==> config.mk <==
export PLATFORM = sky130hd
export DESIGN_NAME = hps_link_top
export DESIGN_NICKNAME = d
export VERILOG_FILES = /design/src/rtl/hps_link_pkg.sv /design/src/rtl/conf_string_rom.sv /design/src/rtl/uio_channel.sv /design/src/rtl/file_transfer.sv /design/src/rtl/hps_link_top.sv
export VERILOG_INCLUDE_DIRS = /design/src /design/src/include
export SDC_FILE = /design/constraint.sdc
export NUM_CORES = 1
export LEC_CHECK = 0
export ABC_CLOCK_PERIOD_IN_PS = 3100
export BUFFER_PORTS_ARGS = -buffer_cell sky130_fd_sc_hd__buf_4
export CAP_MARGIN = 10
export CORE_MARGIN = 5
export CORE_UTILIZATION = 49
export DETAILED_ROUTE_END_ITERATION = 6
export PLACE_DENSITY = 0.81
export SLEW_MARGIN = 5
export SYNTH_ARGS = -nofsm -noshare
export SYNTH_HDL_FRONTEND = slang
export SYNTH_SLANG_ARGS = --single-unit
==> constraint.sdc <==
create_clock -name clk_sys -period 3.1 [get_ports clk_sys]
set_input_delay 0.155 -clock clk_sys [delete_from_list [all_inputs] [get_ports clk_sys]]
set_output_delay 0.155 -clock clk_sys [all_outputs]
set_load 0.05 [all_outputs]
==> src/include/hps_link_macros.svh <==
`ifndef HPS_LINK_MACROS_SVH
`define HPS_LINK_MACROS_SVH

//////////////////////////////////////////////////////////////////////
// user I/O channel commands
//////////////////////////////////////////////////////////////////////

// config word, buttons and video switches
`define HPS_CMD_CFG        16'h0001
`define HPS_CMD_JOY0       16'h0002
`define HPS_CMD_JOY1       16'h0003
// config string read back
`define HPS_CMD_CONF_STR   16'h0014
`define HPS_CMD_STATUS     16'h001E
// core asks the host to take a new status
`define HPS_CMD_STATUS_SET 16'h0029

//////////////////////////////////////////////////////////////////////
// file channel commands
//////////////////////////////////////////////////////////////////////

`define HPS_FIO_TX         16'h0053
`define HPS_FIO_TX_DAT     16'h0054
`define HPS_FIO_INDEX      16'h0055

// menu string, first character at the highest byte
`define HPS_CONF_STR       "HPS_DEMO;;J,Fire;"
`define HPS_CONF_LEN       17

// upper nibble of the status-set reply
`define HPS_STATUS_SET_TAG 4'hA

`endif

==> src/rtl/hps_link_pkg.sv <==
package hps_link_pkg;

	//////////////////////////////////////////////////////////////////////
	// bus and core side widths
	//////////////////////////////////////////////////////////////////////

	// one word on the host bus
	typedef logic [15:0] hps_word_t;

	// up to 32 buttons per joystick
	typedef logic [31:0] joy_buttons_t;

	// core status, written in four words
	typedef logic [63:0] core_status_t;

	// byte address of a download
	typedef logic [26:0] ioctl_addr_t;

	//////////////////////////////////////////////////////////////////////
	// config string and counters
	//////////////////////////////////////////////////////////////////////

	typedef logic [7:0] conf_char_t;

	// word index inside a transaction, saturates at all ones
	typedef logic [5:0] word_cnt_t;

	typedef logic [4:0] conf_addr_t;

	// file channel, command word first and then its arguments
	typedef enum logic {
		FIO_WAIT_CMD,
		FIO_ARGS
	} fio_phase_e;

endpackage

==> src/rtl/conf_string_rom.sv <==
`timescale 1ns/100ps

`include "hps_link_macros.svh"

module conf_string_rom import hps_link_pkg::*; (
	input  logic       clk_sys,
	input  conf_addr_t conf_addr,
	output conf_char_t conf_char
);

	localparam logic [`HPS_CONF_LEN*8-1:0] CONF_BITS = `HPS_CONF_STR;

	conf_char_t rom [`HPS_CONF_LEN];

	// string literal keeps its first character in the top byte
	initial begin
		for (int i = 0; i < `HPS_CONF_LEN; i++) begin
			rom[i] = CONF_BITS[((`HPS_CONF_LEN - i) * 8) - 1 -: 8];
		end
	end

	// past the end of the string reads as zero
	always_ff @(posedge clk_sys) begin
		if (conf_addr < `HPS_CONF_LEN) begin
			conf_char <= rom[conf_addr];
		end else begin
			conf_char <= '0;
		end
	end

endmodule

==> src/rtl/uio_channel.sv <==
`timescale 1ns/100ps

`include "hps_link_macros.svh"

module uio_channel import hps_link_pkg::*; (
	input  logic         clk_sys,
	input  logic         reset,
	input  logic         io_enable,
	input  logic         io_strobe,
	input  hps_word_t    io_din,
	output hps_word_t    io_dout,

	// config string ROM, one cycle read latency
	output conf_addr_t   conf_addr,
	input  conf_char_t   conf_char,

	output joy_buttons_t joystick_0,
	output joy_buttons_t joystick_1,
	output logic [1:0]   buttons,
	output logic         forced_scandoubler,
	output logic         direct_video,
	output core_status_t status,
	input  core_status_t status_in,
	input  logic         status_set
);

	word_cnt_t    word_cnt;
	hps_word_t    cmd;

	// status-set request from the core
	logic         status_set_d;
	logic [3:0]   set_cnt;
	core_status_t status_req;

	// word k reads character k-1, address settles before the strobe
	assign conf_addr = conf_addr_t'(word_cnt - 1'b1);

	//////////////////////////////////////////////////////////////////////
	// status-set edge capture
	//////////////////////////////////////////////////////////////////////

	always_ff @(posedge clk_sys) begin
		if (reset) begin
			status_set_d <= 1'b0;
			set_cnt <= '0;
		end else begin
			status_set_d <= status_set;
			if (status_set && !status_set_d) begin
				set_cnt <= set_cnt + 1'b1;
			end
		end
	end

	// snapshot of status_in for the host to fetch
	always_ff @(posedge clk_sys) begin
		if (status_set && !status_set_d) begin
			status_req <= status_in;
		end
	end

	//////////////////////////////////////////////////////////////////////
	// command engine
	//////////////////////////////////////////////////////////////////////

	always_ff @(posedge clk_sys) begin
		if (reset) begin
			word_cnt <= '0;
			cmd <= '0;
			io_dout <= '0;
			joystick_0 <= '0;
			joystick_1 <= '0;
			buttons <= '0;
			forced_scandoubler <= 1'b0;
			direct_video <= 1'b0;
			status <= '0;
		end else if (!io_enable) begin
			// transaction over, get ready for the next command
			word_cnt <= '0;
			cmd <= '0;
			io_dout <= '0;
		end else if (io_strobe) begin
			io_dout <= '0;
			if (!(&word_cnt)) begin
				word_cnt <= word_cnt + 1'b1;
			end

			if (word_cnt == '0) begin
				cmd <= io_din;
				// only status-set answers on the command word
				if (io_din == `HPS_CMD_STATUS_SET) begin
					io_dout <= {4'h0, `HPS_STATUS_SET_TAG, 4'h0, set_cnt};
				end
			end else begin
				case (cmd)
					`HPS_CMD_CFG: begin
						buttons <= io_din[1:0];
						forced_scandoubler <= io_din[4];
						direct_video <= io_din[10];
					end

					// low half first, then high half
					`HPS_CMD_JOY0: begin
						if (word_cnt == 6'd1) begin
							joystick_0[15:0] <= io_din;
						end else if (word_cnt == 6'd2) begin
							joystick_0[31:16] <= io_din;
						end
					end

					`HPS_CMD_JOY1: begin
						if (word_cnt == 6'd1) begin
							joystick_1[15:0] <= io_din;
						end else if (word_cnt == 6'd2) begin
							joystick_1[31:16] <= io_din;
						end
					end

					`HPS_CMD_CONF_STR: begin
						if (word_cnt <= `HPS_CONF_LEN) begin
							io_dout <= {8'h00, conf_char};
						end
					end

					`HPS_CMD_STATUS: begin
						case (word_cnt)
							6'd1: status[15:0] <= io_din;
							6'd2: status[31:16] <= io_din;
							6'd3: status[47:32] <= io_din;
							6'd4: status[63:48] <= io_din;
							default: ;
						endcase
					end

					// host reads back the captured status, low word first
					`HPS_CMD_STATUS_SET: begin
						case (word_cnt)
							6'd1: io_dout <= status_req[15:0];
							6'd2: io_dout <= status_req[31:16];
							6'd3: io_dout <= status_req[47:32];
							6'd4: io_dout <= status_req[63:48];
							default: ;
						endcase
					end

					default: ;
				endcase
			end
		end
	end

endmodule

==> src/rtl/file_transfer.sv <==
`timescale 1ns/100ps

`include "hps_link_macros.svh"

module file_transfer import hps_link_pkg::*; (
	input  logic        clk_sys,
	input  logic        reset,
	input  logic        fp_enable,
	input  logic        io_strobe,
	input  hps_word_t   io_din,
	output hps_word_t   ioctl_index,
	output logic        ioctl_download,
	output logic        ioctl_wr,
	output ioctl_addr_t ioctl_addr,
	output hps_word_t   ioctl_dout
);

	fio_phase_e  phase;
	hps_word_t   cmd;
	word_cnt_t   arg_cnt;

	// running address of the next data word
	ioctl_addr_t addr;

	// write strobe, one cycle behind the data
	logic        wr_pend;

	//////////////////////////////////////////////////////////////////////
	// phase and control
	//////////////////////////////////////////////////////////////////////

	always_ff @(posedge clk_sys) begin
		if (reset) begin
			phase <= FIO_WAIT_CMD;
			arg_cnt <= '0;
			ioctl_download <= 1'b0;
			wr_pend <= 1'b0;
			ioctl_wr <= 1'b0;
		end else begin
			ioctl_wr <= wr_pend;
			wr_pend <= 1'b0;

			if (!fp_enable) begin
				phase <= FIO_WAIT_CMD;
			end else if (io_strobe) begin
				case (phase)
					FIO_WAIT_CMD: begin
						phase <= FIO_ARGS;
						arg_cnt <= '0;
					end
					FIO_ARGS: begin
						if (!(&arg_cnt)) begin
							arg_cnt <= arg_cnt + 1'b1;
						end
						if (cmd == `HPS_FIO_TX && arg_cnt == '0) begin
							ioctl_download <= (io_din[7:0] != 8'h00);
						end
						if (cmd == `HPS_FIO_TX_DAT && ioctl_download) begin
							wr_pend <= 1'b1;
						end
					end
					default: phase <= FIO_WAIT_CMD;
				endcase
			end
		end
	end

	//////////////////////////////////////////////////////////////////////
	// command, index, address and data
	//////////////////////////////////////////////////////////////////////

	always_ff @(posedge clk_sys) begin
		if (fp_enable && io_strobe) begin
			if (phase == FIO_WAIT_CMD) begin
				cmd <= io_din;
			end else begin
				case (cmd)
					`HPS_FIO_INDEX: ioctl_index <= io_din;

					`HPS_FIO_TX: begin
						case (arg_cnt)
							// start from zero unless an address follows
							6'd0: if (io_din[7:0] != 8'h00) addr <= '0;
							6'd1: begin
								addr[15:0] <= io_din;
								ioctl_addr[15:0] <= io_din;
							end
							6'd2: begin
								addr[26:16] <= io_din[10:0];
								ioctl_addr[26:16] <= io_din[10:0];
							end
							default: ;
						endcase
					end

					// 16-bit words, byte address steps by two
					`HPS_FIO_TX_DAT: begin
						if (ioctl_download) begin
							ioctl_addr <= addr;
							ioctl_dout <= io_din;
							addr <= addr + 27'd2;
						end
					end

					default: ;
				endcase
			end
		end
	end

endmodule

==> src/rtl/hps_link_top.sv <==
`timescale 1ns/100ps

module hps_link_top import hps_link_pkg::*; (
	input  logic         clk_sys,
	input  logic         reset,

	// host bus
	input  logic         io_enable,
	input  logic         fp_enable,
	input  logic         io_strobe,
	input  hps_word_t    io_din,
	output hps_word_t    io_dout,
	output logic         io_wait,

	// user I/O towards the core
	output joy_buttons_t joystick_0,
	output joy_buttons_t joystick_1,
	output logic [1:0]   buttons,
	output logic         forced_scandoubler,
	output logic         direct_video,
	output core_status_t status,
	input  core_status_t status_in,
	input  logic         status_set,

	// download towards the core
	output hps_word_t    ioctl_index,
	output logic         ioctl_download,
	output logic         ioctl_wr,
	output ioctl_addr_t  ioctl_addr,
	output hps_word_t    ioctl_dout,
	input  logic         ioctl_wait
);

	hps_word_t  uio_dout;
	conf_addr_t conf_addr;
	conf_char_t conf_char;

	// the core throttles the host directly
	assign io_wait = ioctl_wait;

	// only the user channel answers, the file channel never reads back
	assign io_dout = uio_dout;

	uio_channel uio_channel (
		.clk_sys            (clk_sys),
		.reset              (reset),
		.io_enable          (io_enable),
		.io_strobe          (io_strobe),
		.io_din             (io_din),
		.io_dout            (uio_dout),
		.conf_addr          (conf_addr),
		.conf_char          (conf_char),
		.joystick_0         (joystick_0),
		.joystick_1         (joystick_1),
		.buttons            (buttons),
		.forced_scandoubler (forced_scandoubler),
		.direct_video       (direct_video),
		.status             (status),
		.status_in          (status_in),
		.status_set         (status_set)
	);

	conf_string_rom conf_string_rom (
		.clk_sys   (clk_sys),
		.conf_addr (conf_addr),
		.conf_char (conf_char)
	);

	file_transfer file_transfer (
		.clk_sys        (clk_sys),
		.reset          (reset),
		.fp_enable      (fp_enable),
		.io_strobe      (io_strobe),
		.io_din         (io_din),
		.ioctl_index    (ioctl_index),
		.ioctl_download (ioctl_download),
		.ioctl_wr       (ioctl_wr),
		.ioctl_addr     (ioctl_addr),
		.ioctl_dout     (ioctl_dout)
	);

endmodule

==> results of run 1 <==
==> logic make-up (layout without fill, tap and decap cells) <==
group                    after synthesis  count (layout)  synth area share [%]
multiplexers                          56              56                 3.956
AO/OA/AOI/OAI                        230             230                 9.519
adder cells (fa/ha/maj)               14              14                 1.236
buffers and inverters                108             474                 3.408
XOR/XNOR                              34              34                 2.102
flip-flops                           358             358                 62.30
AND/OR/NAND/NOR                      556             556                 17.47
==> path summary, 6_finish.rpt <==
| kind | startpoint | endpoint | cells past startpoint |
|---|---|---|---|
| setup / recovery | uio_channel.word_cnt[0] | uio_channel.io_dout[0] | 7 |
| hold reg to reg | file_transfer.wr_pend | file_transfer.ioctl_wr | 1 |
| hold / removal | io_din[3] | uio_channel.joystick_0[19] | 3 |
| setup reg to reg | uio_channel.word_cnt[0] | uio_channel.io_dout[0] | 7 |
==> metal layers <==
metal  part of all wire, %  up-vias  wire length [um]  GRT usage (%)
met5                     0        -                 0              0
met3                   7.7      118              3220          4.562
li1                      -     5375                 -              -
met1                    39     5600             16230          30.20
met4                   4.8        0              2017          11.34
met2                    49      542             20370          42.09
==> where the power goes <==
part / total [uW] / leakage, uW / switching [uW] / internal, uW
Clock: 4300 / 0.000562 / 1830 / 2470
Combinational: 487 / 0.00352 / 290 / 198
Sequential: 5050 / 0.00309 / 33.8 / 5020
Total: 9840 / 0.00717 / 2150 / 7690
==> Yosys cell counts (all sizes together) (2+ instances only) <==
cell	n	area [sq um]
a211oi	4	35.03
a21o	16	120.1
a21oi	137	685.7
a22oi	38	285.3
a31oi	9	56.30
and2	6	37.54
and3	6	37.54
and4	11	96.34
buf	25	168.9
clkbuf	72	272.8
dfxtp	192	3844
edfxtp	166	4985
ha	14	175.2
inv	11	41.29
mux2i	56	560.5
nand2	368	1381
nand2b	3	18.77
nand3	14	70.07
nand4	26	183.9
nor2	74	277.8
nor2b	4	25.02
nor3	10	50.05
nor3b	5	37.54
nor4	10	98.84
o211ai	3	22.52
o21ai	15	75.07
o21bai	2	15.01
o31a	2	17.52
or3	3	18.77
or4	6	48.80
xnor2	10	87.58
xor2	24	210.2
==> stage by stage <==
step,setup WS [ns],util (%),cell area [sq um]
floorplan,0.1979,-,14170
CTS,0.4541,64.88,18570
global route,0.2708,64.88,18570
finish,0.4547,64.88,18570
global placement,0.5626,58.36,16710
detailed placement,0.4625,58.36,16710
==> worst min-delay path: stages <==
cell and delay (ns):
buf_4 0.20, nand2_1 0.09, a21oi_1 0.06
==> registers in the layout, indices dropped and copies added, names as in the netlist, 27 cells and up <==
| name | flops |
|---|---|
| file_transfer.addr | 27 |
| uio_channel.status_req | 64 |
| uio_channel.joystick_0 | 32 |
| file_transfer.ioctl_addr | 27 |
| uio_channel.joystick_1 | 32 |
| uio_channel.status | 64 |
==> final cells by class <==
type                    count  area (sq um)  share of cell area [%]
clock buffers              51          1051                   5.659
repair buffers            395          3163                   17.03
clock inverters            17         125.1                  0.6737
flip-flops and latches    358          8828                   47.53
well taps                 384         480.5                   2.587
multi-input cells         890          4883                   26.29
inverters                  11         41.29                  0.2223
==> flow_summary.toml, run 1 <==
[clock_network]
ctsRootBufferMaster = "clkbuf_16"
cts-resized-gates = 0
cts_buffers = 37
clk_pin_slew_ns = 0.06
clockBufferDepth = 3
clk_latency_ns = 0.53
clock_sinks = 358
holdBufCountCts = 69
cts_max_level = 2
cts_tree = "done"
cts_setup_buffers = 0

[setup_path]
rrSetupSlack_ns = 0.45
slowest_delay_ns = 0.45
worst_setup_path_start_kind = "flip-flop"
slowest_stage = "nor4_4"
arrival_ns = 3.09
critPathBufInv = 1
endpoint_kind = "flip-flop"
crit_type = "flip-flop to flip-flop"
crit_chain = "inv_1 -> ha_1 -> or4b_1 -> or3_1 -> nor4_4 -> a22oi_1 -> a31oi_1"
critPathTopFamily = "simple AND/OR/NAND/NOR gates"
worstPathMaxFanout = 11
crit_required_ns = 3.55

[detailed_routing]
wire_per_inst_um = 19.86
ant_nets = 0
drcViolationCount = 0
vias = 11640
wirelength_um = 41840
avgViaCountPerCell = 5.525
dr.pass1.iters = 6
drt_iter0_drc = 1154

[timing]
hold_slack_ns = 0.04110
final_max_slew_viol_count = 0
slew_headroom_pct = 41.49
min_period_over_period_pct = 85.33
setup_violations = 0
rsz0062_at_grt = "no"
max_freq_mhz = 378.0
finalSetupTns_ns = 0
post-route-min-period_ns = 2.645
finClkSkew_ns = 0.03416
hold_viol = 0
worst_pin_slew_ns = 0.8713

[global_route]
grt_pass1_vias = 11460
grt-ovfl-total = 0
grt_pass1_wl_um = 63520
track_usage_pct = 24.54
antenna_found_initial = 0
grt_max_degree = 133

[layout]
area_growth_syn_to_layout_pct = 31.07
n_fill_cell = 2145
final_common_cell = "nand2_1"
finalNonFillerCells = 2106
drive_above_1_share_pct = 23.00
final_cell_mix = "nand2_1 (368), buf_4 (324), dfxtp_1 (192), edfxtp_1 (166), a21oi_1 (137)"
fin_nets = 1794
antennaDiodeCount = 0

[hold_path]
min_path_type = "primary input to flip-flop"

[floorplan]
start_util_pct = 49.50
rows = 62
die_w_um = 180.1
dieArea_sq_mm = 0.03242
die_y_um = 180.1
io_pins = 297
coreArea_sq_mm = 0.02863

[pwr]
power_leakage_uw = 0.007173
ir_drop_mv = 0.3920
power_density_mw_per_mm2 = 529.6
power_uw = 9836

[synth]
yosys_warnings = 0
async_flop_share_pct = 0
syn-num-nets = 1457
synth_edf_count = 166
ys.flop_type = "dfxtp_1"
syn_area_sq_mm = 0.01417
netlist_instances = 1356
ys_seq_elements = 358
seq_area_frac_synth_pct = 62.30
ys_types = 56
syn_area_per_cell_sq_um = 10.45

[placement]
numPlacedInstances = 1969
post-dp-hpwl_um = 26050
finalWeightedCongestion = 0.8632
portBuffers = 294

[run_status]
status = "complete, no violations"

[flow_run]
cap_violations = 0
No activity file was read; power rests on OpenSTA's default activity.
==> run 2, diff against run 1 <==
--- a/config.mk
+++ b/config.mk
@@ -9,10 +9,10 @@
 export ABC_CLOCK_PERIOD_IN_PS = 3100
 export BUFFER_PORTS_ARGS = -buffer_cell sky130_fd_sc_hd__buf_4
 export CAP_MARGIN = 10
-export CORE_MARGIN = 5
 export CORE_UTILIZATION = 49
 export DETAILED_ROUTE_END_ITERATION = 6
 export PLACE_DENSITY = 0.81
+export RECOVER_POWER = 50
 export SLEW_MARGIN = 5
 export SYNTH_ARGS = -nofsm -noshare
 export SYNTH_HDL_FRONTEND = slang
==> flow_summary.toml, run 2 (synthesized netlist as in run 1, its figures left out) <==
[detailed_routing]
drcViolationCount = 0
avgViaCountPerCell = 5.592
drt_iter0_drc = 1055
wirelength_um = 41250
vias = 11730
ant_nets = 0
wire_per_inst_um = 19.66
dr.pass1.iters = 5

[clock_network]
clk_pin_slew_ns = 0.06
cts_buffers = 36
cts_setup_buffers = 0
cts_tree = "done"
clk_latency_ns = 0.53
cts_max_level = 2
clockBufferDepth = 3
ctsRootBufferMaster = "clkbuf_16"
clock_sinks = 358

[setup_path]
crit_required_ns = 3.44
worst_setup_path_start_kind = "primary input"
arrival_ns = 3.14
crit_start = "io_strobe"
crit_chain = "dlygate4sd3_1 -> clkbuf_1 -> inv_1 -> buf_4 -> nor4_1 -> nand4_1 -> mux2i_1 -> nor2_1"
worstPathMaxFanout = 19
r2r-end = "uio_channel.joystick_1[9]"
endpoint_kind = "flip-flop"
crit_type = "primary input to flip-flop"
slowest_delay_ns = 0.67
slowest_stage = "nor4_1"
crit_end = "uio_channel.forced_scandoubler"
r2r-start = "uio_channel.word_cnt[0]"
rrSetupSlack_ns = 0.37
rr_worst_depth = 6

[floorplan]
die_w_um = 172.1
die_y_um = 172.1
io_pins = 297
coreArea_sq_mm = 0.02809
dieArea_sq_mm = 0.02960
rows = 61
start_util_pct = 50.45

[timing]
hold_viol = 0
finClkSkew_ns = 0.01877
min_period_over_period_pct = 90.32
finalSetupTns_ns = 0
max_freq_mhz = 357.1
post-route-min-period_ns = 2.800
final_max_slew_viol_count = 143
slew_headroom_pct = -39.59
worst_pin_slew_ns = 2.094
setup_violations = 0
rsz0062_at_grt = "no"

[global_route]
grt_max_degree = 75
antenna_found_initial = 0
track_usage_pct = 27.45
grt-ovfl-total = 0
grt_pass1_vias = 11110
grt_pass1_wl_um = 61310

[placement]
portBuffers = 294
post-dp-hpwl_um = 25270
finalWeightedCongestion = 0.8834

[pwr]
power_density_mw_per_mm2 = 555.8
netSwitchingFraction_pct = 22.25
power_leakage_uw = 0.006333
p_comb_share_pct = 4.7
p_seq_share_pct = 51.2
clkPwrFrac_pct = 44.0
p_int_uw = 7675
ir_drop_mv = 0.4243
switchingPower_uw = 2197

[layout]
final_common_cell = "nand2_1"
area_growth_syn_to_layout_pct = 25.34
fin_util_pct = 63.24
final_cell_mix = "nand2_1 (368), clkbuf_1 (213), dfxtp_1 (192), edfxtp_1 (166), a21oi_1 (137)"
drive_above_1_share_pct = 11.22
n_fill_cell = 2403
antennaDiodeCount = 0
reg_top3 = "uio_channel.status (64), uio_channel.status_req (64)"
fin_nets = 1793

[run_status]
status = "complete, but fails checks"
violations = "max-capacitance violations, max-slew violations"

[flow_run]
cap_violations = 4

[hold_path]
min_path_type = "primary input to flip-flop"
-- run 2: cell count changes in the layout (fill, tap and decap cells not counted), sizes merged --
cell and delta:
buf -268, bufinv +1, clkbuf +262, clkinv +4, clkinvlp -4, dlygate4sd3 -1
inv +4
-- run 2: power by group through the flow --
| stage | Clock (uW) | Combinational, uW | Sequential [uW] |
|---|---|---|---|
| after global routing | 4570 | 498 | 5060 |
| after CTS | 4370 | 475 | 5050 |
| after global placement | 0 | 391 | 5140 |
| after floorplan | 0 | 210 | 5140 |
| final | 4350 | 468 | 5060 |
| after detailed placement | 0 | 401 | 5150 |
-- run 2: area by class of cell --
type	count	area, sq um	area share, %
repair buffers	395	2357	13.27
well taps	378	473.0	2.663
clock buffers	44	992.2	5.586
inverters	11	41.29	0.2325
clock inverters	22	185.2	1.043
multi-input cells	890	4883	27.50
flip-flops and latches	358	8828	49.71
-- run 2: worst max-delay path, delay by kind of cell --
kind / cells / cell delay (ns)
buf+inv: 4 / 1.47
simple gates: 3 / 1.23
mux: 1 / 0.29
-- run 2: per-stage QoR --
step | total power (uW) | setup WS, ns | hold WS (ns) | instance area, sq um | instances
final | 9871 | 0.3000 | 0.2369 | 17760 | 2098
after global routing | 10130 | 0.2316 | 0.2571 | 17760 | 2098
after CTS | 9888 | 0.4755 | 0.004206 | 18550 | 2098
after detailed placement | 5550 | 0.5208 | 0.3104 | 16690 | 1964
after global placement | 5535 | 0.6434 | 0.3104 | 16690 | 1964
after floorplan | 5353 | 0.1979 | 0.2539 | 14170 | 1356
-- run 2: worst min path at each step --
| stage | from | end | slack [ns] | cells after the start |
|---|---|---|---|---|
| after floorplan | io_din[0] | file_transfer.cmd[0] | 0.25 | 0 |
| after global routing | io_enable | uio_channel.cmd[4] | 0.26 | 4 |
| after global placement | ioctl_wait | io_wait | 0.31 | 0 |
| after CTS | io_din[2] | uio_channel.joystick_1[2] | 0.004 | 3 |
| after detailed placement | ioctl_wait | io_wait | 0.31 | 0 |
| final | io_enable | uio_channel.cmd[14] | 0.24 | 4 |
-- run 2: what timing repair did --
action                                 CTS  global route
endpoints found under the hold margin   69             0
resized for setup                        0             0
hold buffers                            68             0
-- run 2: per-layer routing --
| metal | vias to the layer above | GRT usage (%) | wire, um |
|---|---|---|---|
| met4 | 0 | 15.70 | 2355 |
| met1 | 5539 | 33.15 | 15760 |
| li1 | 5389 | - | - |
| met2 | 647 | 46.35 | 19720 |
| met5 | - | 0 | 0 |
| met3 | 157 | 4.669 | 3409 |
